<file path="src/common/ddr_pkg.sv">
`default_nettype none

package ddr_pkg;

	// transfer stages of the engine, in bus order
	typedef enum logic [4:0]
	{
		st_idle,
		st_cmd_pre,          // command preamble
		st_rnw_bit,
		st_seven_zeros,
		st_address,          // 7-bit dynamic address
		st_parity,           // command or data parity, see ack_open
		st_ack_pre,
		st_ack_wait,
		st_first_byte,
		st_second_byte,
		st_dummy_byte,       // zero fill for an odd byte count
		st_data_pre,         // continue/abort preamble
		st_abort_bit,
		st_crc_pre_first,
		st_crc_pre_second,
		st_crc_token,
		st_crc_value,
		st_error,
		st_restart,
		st_exit
	} ddr_state_e;

	// serializer modes, codes as the tx block decodes them
	typedef enum logic [3:0]
	{
		txm_special_pre = 4'd0,
		txm_address     = 4'd1,
		txm_one         = 4'd2,
		txm_seven_zeros = 4'd3,
		txm_parity      = 4'd4,
		txm_zero        = 4'd6,
		txm_byte        = 4'd7,
		txm_crc_token   = 4'd12,
		txm_crc_value   = 4'd13,
		txm_exit        = 4'd14,
		txm_restart     = 4'd15
	} tx_mode_e;

	// deserializer modes
	typedef enum logic [3:0]
	{
		rxm_preamble   = 4'd0,
		rxm_byte       = 4'd3,
		rxm_token_chk  = 4'd5,
		rxm_parity_chk = 4'd6,
		rxm_crc_chk    = 4'd7,
		rxm_error      = 4'd15
	} rx_mode_e;

	// per-transfer result reported to the register file
	typedef enum logic [3:0]
	{
		err_success     = 4'd0,
		err_crc         = 4'd1,
		err_parity      = 4'd2,
		err_frame       = 4'd3,
		err_nack        = 4'd5,
		err_short_read  = 4'd7,
		err_bus_aborted = 4'd9
	} err_type_e;

	typedef logic [11:0] regf_addr_t;   // register file word address
	typedef logic [4:0]  dev_index_t;   // index into the device table
	typedef logic [6:0]  target_addr_t; // dynamic address on the bus

	typedef struct packed
	{
		logic       rnw;             // 1 = read
		logic       toc;             // 1 = exit, 0 = restart
		logic       short_read_err;  // short read counts as an error
		dev_index_t dev_index;
	} xfer_cfg_s;

	typedef struct packed
	{
		logic tx_done;   // serializer finished its mode
		logic rx_done;   // deserializer finished its mode
		logic rx_pre;    // sampled preamble bit
		logic rx_error;  // token/parity/crc mismatch
		logic frm_last;  // frame counter on its last byte
	} phy_status_s;

	typedef struct packed
	{
		logic     tx_en;
		tx_mode_e tx_mode;
		logic     rx_en;
		rx_mode_e rx_mode;
		logic     frmcnt_en;
		logic     bitcnt_en;
		logic     bitcnt_rst;
	} phy_ctrl_s;

endpackage

`default_nettype wire

</file>
<file path="src/source/ddr_sequencer.sv">
`timescale 1ns/1ps
`default_nettype none

module ddr_sequencer
	import ddr_pkg::*;
(
	input  wire              i_sys_clk,
	input  wire              i_sys_rst,
	input  wire              i_engine_en,
	input  wire xfer_cfg_s   i_xfer_cfg,
	input  wire phy_status_s i_phy_status,
	output ddr_state_e       o_cur_state,
	output logic             o_ack_open,
	output logic             o_stage_done,
	output logic             o_regf_abort,
	output err_type_e        o_regf_error_type,
	output logic             o_engine_done
);

	ddr_state_e cur_state;
	ddr_state_e next_state;
	ddr_state_e end_state;   // restart or exit, per toc
	logic       rnw;
	logic       done;        // either side ended the stage
	logic       ack_open;    // past the ack and data phase still open
	logic       chk_fail;
	err_type_e  chk_code;
	err_type_e  err_q;
	logic       tgt_abort;

	assign rnw       = i_xfer_cfg.rnw;
	assign done      = i_phy_status.tx_done | i_phy_status.rx_done;
	assign end_state = i_xfer_cfg.toc ? st_exit : st_restart;

	// next stage and the checks that fail a transfer
	always_comb
	begin
		next_state = cur_state;
		chk_fail   = 1'b0;
		chk_code   = err_success;
		tgt_abort  = 1'b0;
		case (cur_state)
			st_idle        : if (i_engine_en) next_state = st_cmd_pre;
			st_cmd_pre     : if (done) next_state = st_rnw_bit;
			st_rnw_bit     : if (done) next_state = st_seven_zeros;
			st_seven_zeros : if (done) next_state = st_address;
			st_address     : if (done) next_state = st_parity;
			st_parity :
			begin
				if (done)
				begin
					if (!ack_open)
						next_state = st_ack_pre;          // command parity, ack comes next
					else if (!rnw)
						next_state = i_phy_status.frm_last ? st_crc_pre_first : st_data_pre;
					else if (i_phy_status.rx_error)
					begin
						next_state = st_error;            // read data parity mismatch
						chk_fail   = 1'b1;
						chk_code   = err_parity;
					end
					else
						next_state = st_data_pre;
				end
			end
			st_ack_pre     : if (done) next_state = st_ack_wait;
			st_ack_wait :
			begin
				if (i_phy_status.rx_done)
				begin
					if (i_phy_status.rx_pre)
					begin
						next_state = st_error;            // nack
						chk_fail   = 1'b1;
						chk_code   = err_nack;
					end
					else
						next_state = st_first_byte;
				end
			end
			st_first_byte :
			begin
				if (done)
					next_state = i_phy_status.frm_last ? st_dummy_byte : st_second_byte;
			end
			st_second_byte : if (done) next_state = st_parity;
			st_dummy_byte  : if (done) next_state = st_parity;
			st_data_pre :
			begin
				if (done)
				begin
					if (!rnw || i_phy_status.rx_pre)
						next_state = st_abort_bit;        // target wants to go on
					else if (!i_phy_status.frm_last && i_xfer_cfg.short_read_err)
					begin
						next_state = st_error;            // target stopped early
						chk_fail   = 1'b1;
						chk_code   = err_short_read;
					end
					else
						next_state = st_crc_pre_second;
				end
			end
			st_abort_bit :
			begin
				if (done)
				begin
					// write: target drives the bit, read: controller decides
					if (rnw ? i_phy_status.frm_last : !i_phy_status.rx_pre)
					begin
						next_state = st_error;
						chk_fail   = 1'b1;
						chk_code   = err_bus_aborted;
						tgt_abort  = !rnw;
					end
					else
						next_state = st_first_byte;
				end
			end
			st_crc_pre_first : if (done) next_state = st_crc_pre_second;
			st_crc_pre_second :
			begin
				if (done)
				begin
					if (rnw && !i_phy_status.rx_pre)
					begin
						next_state = st_error;            // 00 where the crc preamble belongs
						chk_fail   = 1'b1;
						chk_code   = err_frame;
					end
					else
						next_state = st_crc_token;
				end
			end
			st_crc_token :
			begin
				if (done)
				begin
					if (rnw && i_phy_status.rx_error)
					begin
						next_state = st_error;            // bad crc token
						chk_fail   = 1'b1;
						chk_code   = err_frame;
					end
					else
						next_state = st_crc_value;
				end
			end
			st_crc_value :
			begin
				if (done)
				begin
					if (rnw && i_phy_status.rx_error)
					begin
						next_state = st_error;
						chk_fail   = 1'b1;
						chk_code   = err_crc;
					end
					else
						next_state = end_state;
				end
			end
			st_error       : if (i_phy_status.rx_done) next_state = end_state;
			st_restart,
			st_exit        : if (i_phy_status.tx_done) next_state = st_idle;
			default        : next_state = st_idle;
		endcase
	end

	always_ff @(posedge i_sys_clk or negedge i_sys_rst)
	begin
		if (!i_sys_rst)
		begin
			cur_state     <= st_idle;
			ack_open      <= 1'b0;
			err_q         <= err_success;
			o_regf_abort  <= 1'b0;
			o_engine_done <= 1'b0;
		end
		else
		begin
			cur_state <= next_state;
			// opens one cycle into ack_wait, closes when the controller ends a read
			if (cur_state == st_idle)
				ack_open <= 1'b0;
			else if (cur_state == st_ack_wait)
				ack_open <= 1'b1;
			else if (cur_state == st_data_pre && done && rnw && i_phy_status.frm_last)
				ack_open <= 1'b0;
			if (cur_state == st_idle && i_engine_en)
				err_q <= err_success;                 // new transfer
			else if (chk_fail && err_q == err_success)
				err_q <= chk_code;                    // first error wins
			o_regf_abort  <= tgt_abort;
			o_engine_done <= (cur_state == st_restart || cur_state == st_exit)
				&& i_phy_status.tx_done;
		end
	end

	assign o_cur_state       = cur_state;
	assign o_ack_open        = ack_open;
	assign o_stage_done      = done;
	assign o_regf_error_type = err_q;

endmodule

`default_nettype wire

</file>
<file path="src/source/ddr_mode_decode.sv">
`timescale 1ns/1ps
`default_nettype none

module ddr_mode_decode
	import ddr_pkg::*;
#(
	parameter target_addr_t ADDR_OFFSET = 7'd8
)
(
	input  wire ddr_state_e i_cur_state,
	input  wire             i_ack_open,
	input  wire xfer_cfg_s  i_xfer_cfg,
	output phy_ctrl_s       o_phy_ctrl,
	output logic [7:0]      o_tx_special_data
);

	phy_ctrl_s    ctrl;
	target_addr_t tgt_addr;
	logic         rnw;

	assign rnw      = i_xfer_cfg.rnw;
	assign tgt_addr = target_addr_t'(i_xfer_cfg.dev_index) + ADDR_OFFSET; // index 0 -> 8

	always_comb
	begin
		ctrl.tx_en        = 1'b0;
		ctrl.tx_mode      = txm_special_pre;
		ctrl.rx_en        = 1'b0;
		ctrl.rx_mode      = rxm_preamble;
		ctrl.frmcnt_en    = 1'b1;   // frame counter runs once the address is out
		ctrl.bitcnt_en    = 1'b1;
		ctrl.bitcnt_rst   = 1'b0;
		o_tx_special_data = 8'h00;
		case (i_cur_state)
			st_idle :
			begin
				ctrl.frmcnt_en = 1'b0;
				ctrl.bitcnt_en = 1'b0;
			end
			st_cmd_pre :
			begin
				ctrl.tx_en     = 1'b1;
				ctrl.frmcnt_en = 1'b0;
			end
			st_rnw_bit :
			begin
				ctrl.tx_en     = 1'b1;
				ctrl.tx_mode   = rnw ? txm_one : txm_zero;
				ctrl.frmcnt_en = 1'b0;
			end
			st_seven_zeros :
			begin
				ctrl.tx_en     = 1'b1;
				ctrl.tx_mode   = txm_seven_zeros;
				ctrl.frmcnt_en = 1'b0;
			end
			st_address :
			begin
				ctrl.tx_en        = 1'b1;
				ctrl.tx_mode      = txm_address;
				o_tx_special_data = {1'b0, tgt_addr};
			end
			st_parity :
			begin
				if (rnw && i_ack_open)
				begin
					ctrl.rx_en   = 1'b1;        // read data, target sent the parity
					ctrl.rx_mode = rxm_parity_chk;
				end
				else
				begin
					ctrl.tx_en   = 1'b1;
					ctrl.tx_mode = txm_parity;
				end
			end
			st_ack_pre :
			begin
				ctrl.tx_en   = 1'b1;
				ctrl.tx_mode = txm_one;
			end
			st_ack_wait :
			begin
				ctrl.rx_en = i_ack_open;    // one cycle late, bus turnaround
			end
			st_first_byte,
			st_second_byte,
			st_dummy_byte :
			begin
				ctrl.tx_en   = !rnw;
				ctrl.tx_mode = txm_byte;
				ctrl.rx_en   = rnw;
				ctrl.rx_mode = rxm_byte;
			end
			st_data_pre,
			st_crc_pre_second :
			begin
				ctrl.tx_en = !rnw;          // write: controller sends 1
				ctrl.tx_mode = txm_one;
				ctrl.rx_en = rnw;           // read: listen for the target
			end
			st_abort_bit :
			begin
				ctrl.tx_en   = rnw;
				ctrl.tx_mode = i_ack_open ? txm_one : txm_zero; // zero ends the read
				ctrl.rx_en   = !rnw;
			end
			st_crc_pre_first :
			begin
				ctrl.tx_en   = 1'b1;
				ctrl.tx_mode = txm_zero;
			end
			st_crc_token :
			begin
				ctrl.tx_en   = !rnw;
				ctrl.tx_mode = txm_crc_token;
				ctrl.rx_en   = rnw;
				ctrl.rx_mode = rxm_token_chk;
			end
			st_crc_value :
			begin
				ctrl.tx_en   = !rnw;
				ctrl.tx_mode = txm_crc_value;
				ctrl.rx_en   = rnw;
				ctrl.rx_mode = rxm_crc_chk;
			end
			st_error :
			begin
				ctrl.rx_en      = 1'b1;
				ctrl.rx_mode    = rxm_error;
				ctrl.bitcnt_rst = 1'b1;
			end
			st_restart,
			st_exit :
			begin
				ctrl.tx_en   = 1'b1;
				ctrl.tx_mode = (i_cur_state == st_exit) ? txm_exit : txm_restart;
			end
			default : ctrl.bitcnt_en = 1'b0;
		endcase
	end

	assign o_phy_ctrl = ctrl;

endmodule

`default_nettype wire

</file>
<file path="src/source/regf_addr_gen.sv">
`timescale 1ns/1ps
`default_nettype none

module regf_addr_gen
	import ddr_pkg::*;
#(
	parameter regf_addr_t WR_BASE_ADDR = 12'd1,
	parameter regf_addr_t RD_BASE_ADDR = 12'd10,
	parameter regf_addr_t DUMMY_ADDR   = 12'd1000
)
(
	input  wire             i_sys_clk,
	input  wire             i_sys_rst,
	input  wire ddr_state_e i_cur_state,
	input  wire             i_ack_open,
	input  wire             i_stage_done,
	input  wire             i_rnw,
	output regf_addr_t      o_regf_addr,
	output logic            o_regf_rd_en,
	output logic            o_regf_wr_en
);

	regf_addr_t addr_q;      // running word address
	logic       in_data;     // a real data byte is on the bus
	logic       ack_end;

	assign in_data = (i_cur_state == st_first_byte) || (i_cur_state == st_second_byte);
	assign ack_end = (i_cur_state == st_ack_wait) && i_ack_open && i_stage_done;

	always_ff @(posedge i_sys_clk or negedge i_sys_rst)
	begin
		if (!i_sys_rst)
		begin
			addr_q <= '0;
		end
		else if (ack_end)
		begin
			addr_q <= i_rnw ? RD_BASE_ADDR : WR_BASE_ADDR; // first byte follows the ack
		end
		else if (in_data && i_stage_done)
		begin
			addr_q <= addr_q + 12'd1;
		end
	end

	// the dummy byte reads from a fixed all-zero word
	assign o_regf_addr = (i_cur_state == st_dummy_byte) ? DUMMY_ADDR : addr_q;

	assign o_regf_rd_en = in_data && !i_rnw;   // write: fetch bytes to send
	assign o_regf_wr_en = in_data && i_rnw;    // read: store received bytes

endmodule

`default_nettype wire

</file>
<file path="src/source/ddr_engine.sv">
`timescale 1ns/1ps
`default_nettype none

module ddr_engine
	import ddr_pkg::*;
#(
	parameter regf_addr_t   WR_BASE_ADDR = 12'd1,
	parameter regf_addr_t   RD_BASE_ADDR = 12'd10,
	parameter regf_addr_t   DUMMY_ADDR   = 12'd1000,
	parameter target_addr_t ADDR_OFFSET  = 7'd8      // first dynamic address
)
(
	input  wire              i_sys_clk,
	input  wire              i_sys_rst,
	input  wire              i_engine_en,
	input  wire xfer_cfg_s   i_xfer_cfg,
	input  wire phy_status_s i_phy_status,
	output wire phy_ctrl_s   o_phy_ctrl,
	output wire [7:0]        o_tx_special_data,
	output wire regf_addr_t  o_regf_addr,
	output wire              o_regf_rd_en,
	output wire              o_regf_wr_en,
	output wire              o_regf_abort,
	output wire err_type_e   o_regf_error_type,
	output wire              o_engine_done
);

	ddr_state_e cur_state;
	logic       ack_open;
	logic       stage_done;

	ddr_sequencer u_sequencer (
		.i_sys_clk         (i_sys_clk),
		.i_sys_rst         (i_sys_rst),
		.i_engine_en       (i_engine_en),
		.i_xfer_cfg        (i_xfer_cfg),
		.i_phy_status      (i_phy_status),
		.o_cur_state       (cur_state),
		.o_ack_open        (ack_open),
		.o_stage_done      (stage_done),
		.o_regf_abort      (o_regf_abort),
		.o_regf_error_type (o_regf_error_type),
		.o_engine_done     (o_engine_done)
	);

	ddr_mode_decode #(
		.ADDR_OFFSET (ADDR_OFFSET)
	) u_mode_decode (
		.i_cur_state       (cur_state),
		.i_ack_open        (ack_open),
		.i_xfer_cfg        (i_xfer_cfg),
		.o_phy_ctrl        (o_phy_ctrl),
		.o_tx_special_data (o_tx_special_data)
	);

	regf_addr_gen #(
		.WR_BASE_ADDR (WR_BASE_ADDR),
		.RD_BASE_ADDR (RD_BASE_ADDR),
		.DUMMY_ADDR   (DUMMY_ADDR)
	) u_regf_addr_gen (
		.i_sys_clk    (i_sys_clk),
		.i_sys_rst    (i_sys_rst),
		.i_cur_state  (cur_state),
		.i_ack_open   (ack_open),
		.i_stage_done (stage_done),
		.i_rnw        (i_xfer_cfg.rnw),
		.o_regf_addr  (o_regf_addr),
		.o_regf_rd_en (o_regf_rd_en),
		.o_regf_wr_en (o_regf_wr_en)
	);

endmodule

`default_nettype wire

</file>
<file path="config.mk">
export PLATFORM = sky130hd
export DESIGN_NAME = ddr_engine
export DESIGN_NICKNAME = d
export VERILOG_FILES = /design/src/common/ddr_pkg.sv /design/src/source/ddr_sequencer.sv /design/src/source/ddr_mode_decode.sv /design/src/source/regf_addr_gen.sv /design/src/source/ddr_engine.sv
export SDC_FILE = /design/constraint.sdc
export NUM_CORES = 1
export LEC_CHECK = 0
export ABC_CLOCK_PERIOD_IN_PS = 2700
export BUFFER_PORTS_ARGS = -buffer_cell sky130_fd_sc_hd__buf_2
export CORE_MARGIN = 2
export CORE_UTILIZATION = 45
export CTS_CLUSTER_SIZE = 14
export DETAILED_ROUTE_END_ITERATION = 10
export PLACE_DENSITY = 0.69
export SETUP_SLACK_MARGIN = 0.05
export SYNTH_ARGS = -nofsm -noshare
export SYNTH_HDL_FRONTEND = slang
export SYNTH_SLANG_ARGS = --single-unit
export TNS_END_PERCENT = 20
</file>
<file path="constraint.sdc">
create_clock -name i_sys_clk -period 2.7 [get_ports i_sys_clk]
set_clock_uncertainty 0.05 [all_clocks]
set_input_delay 0.405 -clock i_sys_clk [delete_from_list [all_inputs] [get_ports i_sys_clk]]
set_output_delay 0.405 -clock i_sys_clk [all_outputs]
set_load 0.01 [all_outputs]
</file>
==> flow_metrics.env <==
export IMPL_drt_wirelength_per_cell_um=15.5
export IMPL_grt_first_pass_wirelength_um=11200
export IMPL_yosys_mux_area_fraction_pct=4.59
export IMPL_grt_max_degree=25
export IMPL_final_min_clock_period_ns=2.59
export IMPL_setup_reg_to_reg_worst_slack_ns=0.36
export IMPL_critical_path_endpoint_type="output port"
export IMPL_synth_edff_count=0
export IMPL_pre_cts_slack_ns=0.293
export IMPL_syn_to_final_growth_pct=18.4
export IMPL_multi_input_comb_area_mm2=0.00157
export IMPL_worst_setup_hold_path_clk_slew_ns=0.09
export IMPL_io_buffers=54
export IMPL_postSynth_topFlopCell="dfrtp_1"
export IMPL_crit_path_max_cell_delay_ns=0.51
export IMPL_max_clock_path_buffers=2
export IMPL_ys_warn_count=0
export IMPL_synthesized_area_fraction_occupied_by_ao_oa_aoi_and_oai_cells_pct=26.1
export IMPL_drt_total_wl_um=6700
export IMPL_setup_viol=0
export IMPL_initial_antenna_violation_count=0
export IMPL_die_area_mm2=0.00580
export IMPL_clkLatencyLatePin_ns=0.27
export IMPL_grt_total_usage_pct=23.1
export IMPL_clock_tree_root_driver_cell="clkbuf_8"
export IMPL_fp_dieW_um=76.2
export IMPL_xor_xnor_portion_of_the_synthesized_cell_area_pct=0
export IMPL_post_cts_setup_buffers=0
export IMPL_cell_chain_critical_path="buf_4 > or3b_2 > nor2_1 > nor2_1 > a31oi_1 > or3_1 > buf_2"
export IMPL_dr_max_layer_used="met4"
export IMPL_area_sequential_um2=606
export IMPL_max_slew_margin_rel_pct=61.2
export IMPL_slew_at_the_pin_with_the_worst_max_slew_slack_ns=0.573
export IMPL_achievable_frequency_ghz=0.386
export IMPL_setup_tns_ns=0
export IMPL_slew_violations=0
export IMPL_netlist_area_mm2=0.00234
export IMPL_wl_met2_um=3220
export IMPL_fp_row_count=26
export IMPL_layout_cell_area_non_filler_mm2=0.00278
export IMPL_avgViaCountPerCell=5.96
export IMPL_postPlaceCellArea_mm2=0.00269
export IMPL_clock_sinks=24
export IMPL_largest_family_of_logic_cells_by_synthesized_area="simple AND/OR/NAND/NOR gates"
export IMPL_top_fanout_value_on_the_critical_path=12
export IMPL_yosys_area_share_simple_pct=34.7
export IMPL_ant_nets=0
export IMPL_place_detailed_hpwl_um=5110
export IMPL_async_flop_share_pct=100
export IMPL_synth_adder_area_share_pct=1.07
export IMPL_gr_total_overflow=0
export IMPL_ys_types=67
export IMPL_yosys_register_bits=24
export IMPL_gpl_final_weighted_congestion=0.947
export IMPL_cap_viol_max_count=0
export IMPL_max_rail_drop_vdd_uv=616
export IMPL_die_height_um=76.2
export IMPL_cts_tree="yes"
export IMPL_cts_buffers=3
export IMPL_layout_setup_ws_ns=0.112
export IMPL_post_route_drc_count=0
export IMPL_dr_wl_met3_um=460
export IMPL_hold_class="input port to asynchronous set/reset pin"
export IMPL_fin_nets=380
export IMPL_final_period_utilization_pct=95.8
export IMPL_power_density_mw_per_mm2=898
export IMPL_path_buf_inv=2
export IMPL_avgSynthCellArea_um2=7.49
export IMPL_drt_first_iter_violations=178
export IMPL_path_delay_family="simple AND/OR/NAND/NOR gates"
export IMPL_initial_core_utilization_pct=46.2
export IMPL_antenna_cells_inserted=0
export IMPL_via_count_of_the_first_global_routing_pass=2435
export IMPL_timing_critical_path_from_type="flop"
export IMPL_core_area_mm2=0.00507
export IMPL_boundaryPins=57
export IMPL_static_leakage_power_nw=1.29
export IMPL_setup_worst_path_class="flop to output port"
export IMPL_critical_path_slowest_cell="or3b_2"
export IMPL_cts_htree_levels=1
export IMPL_run_status="finished, final reports clean"
export IMPL_crit_required_ns=2.25
export IMPL_timing_final_hold_violations=0
export IMPL_detailroute_via_count=2567
export IMPL_power_w=0.00249
export IMPL_timing_critical_path_arrival_ns=2.13
export IMPL_fillCellCount=501
export IMPL_netlist_instances=313
export IMPL_first_pass_iters=5
export IMPL_rsz0062_at_grt="true"
export IMPL_met1_routed_wirelength_after_detailed_routing_um=2890
export IMPL_seq_area_frac_synth_pct=25.6
export IMPL_final_layout_size_suffix_gt1_share_pct=26.3
export IMPL_cpMostUsedCell="nor2_1"
layout by cell type (no fill, tap or decap), types with 10 or more instances in the layout:
cell,instances
buf_4,12
dfrtp_1,20
and2_1,14
o21ai_0,22
nand2b_1,13
nand3_1,10
nor2_1,32
nand2_1,33
buf_2,54
a21oi_1,20
worst paths after layout:
path	depth (start not counted)	startpoint	end
max in group asynchronous	1	i_sys_rst	u_sequencer.o_cur_state[0]
worst min-delay path	1	i_sys_rst	u_sequencer.o_ack_open
worst max register to register	7	u_sequencer.o_cur_state[3]	u_sequencer.o_regf_error_type[0]
min in group i_sys_clk	3	i_phy_status[4]	u_sequencer.o_engine_done
worst min register to register	1	u_regf_addr_gen.addr_q[11]	u_regf_addr_gen.addr_q[11]
worst max-delay path	7	u_sequencer.o_cur_state[4]	o_phy_ctrl[7]
registers in the layout, summed over array words and instances (netlist names):
name	cells
u_sequencer.o_regf_error_type	4
u_sequencer.o_ack_open	1
u_regf_addr_gen.addr_q	12
u_sequencer.o_regf_abort	1
u_sequencer.o_cur_state	5
u_sequencer.o_engine_done	1
what timing repair did:
item,4_1_cts,5_1_grt
gates resized for setup,1,5
hold endpoints to repair,0,0
hold buffers,0,0
setup endpoints to repair,1,14
cloned,0,0
cells in the mapped netlist, types with 2 or more instances:
cell type | number | area (um^2)
nand2_1 | 33 | 124
nor2_1 | 32 | 120
dfrtp_1 | 24 | 601
o21ai_0 | 22 | 110
a21oi_1 | 20 | 100
and2_1 | 14 | 87.6
nand2b_1 | 13 | 81.3
clkbuf_1 | 10 | 37.5
nand3_1 | 10 | 50.1
nor3_1 | 9 | 45.0
inv_1 | 8 | 30.0
a31oi_1 | 7 | 43.8
a22oi_1 | 6 | 45.0
nand4_1 | 6 | 37.5
buf_2 | 5 | 25.0
nor2b_1 | 5 | 31.3
o22ai_1 | 5 | 31.3
a211oi_1 | 4 | 30.0
and3_1 | 4 | 25.0
buf_4 | 4 | 30.0
buf_6 | 4 | 45.0
mux2i_1 | 4 | 40.0
nor4_1 | 4 | 25.0
o31ai_1 | 4 | 30.0
mux2_1 | 3 | 33.8
mux2_2 | 3 | 33.8
a22o_1 | 2 | 17.5
and3b_1 | 2 | 17.5
buf_1 | 2 | 7.51
ha_1 | 2 | 25.0
inv_2 | 2 | 7.51
o21ai_1 | 2 | 10.0
o221ai_1 | 2 | 17.5
o22a_1 | 2 | 17.5
or3_1 | 2 | 12.5
kinds of logic after synthesis:
| family | count (synthesis) |
|---|---|
| AND/OR/NAND/NOR | 148 |
| AO/OA/AOI/OAI | 93 |
| buffers and inverters | 35 |
| flip-flops | 24 |
| multiplexers | 10 |
| adder cells (fa/ha/maj) | 2 |
| other | 1 |
power breakdown:
group	switching, W	total (W)	internal (W)
clock	0.000127	0.000326	0.000198
combinational	0.000868	0.00154	0.000673
sequential	0.000177	0.000626	0.000449
total	0.00117	0.00249	0.00132
per-layer routing:
metal	GRT usage, %	vias to the layer above
met2	40.1	119
met1	30.3	1193
met5	0	-
li1	-	1237
met3	3.44	18
met4	5.45	0
cell type report:
type | instances | area share [%]
multi-input combinational | 255 | 56.7
sequential | 24 | 21.8
timing repair buffer | 68 | 14.4
tap | 70 | 3.16
clock buffer | 3 | 1.49
inverter | 10 | 1.35
clock inverter | 1 | 1.08
per-stage QoR:
stage / hold slack [ns] / utilization, % / instances
finish: 0.0602 / 54.7 / 431
global route: 0.115 / 54.7 / 431
CTS: 0.0779 / 54.5 / 431
detailed placement: 0.380 / 53.0 / 427
global placement: 0.386 / 53.0 / 427
floorplan: 0.0594 / - / 314
Note: power is estimated with default switching activity, not from simulation.
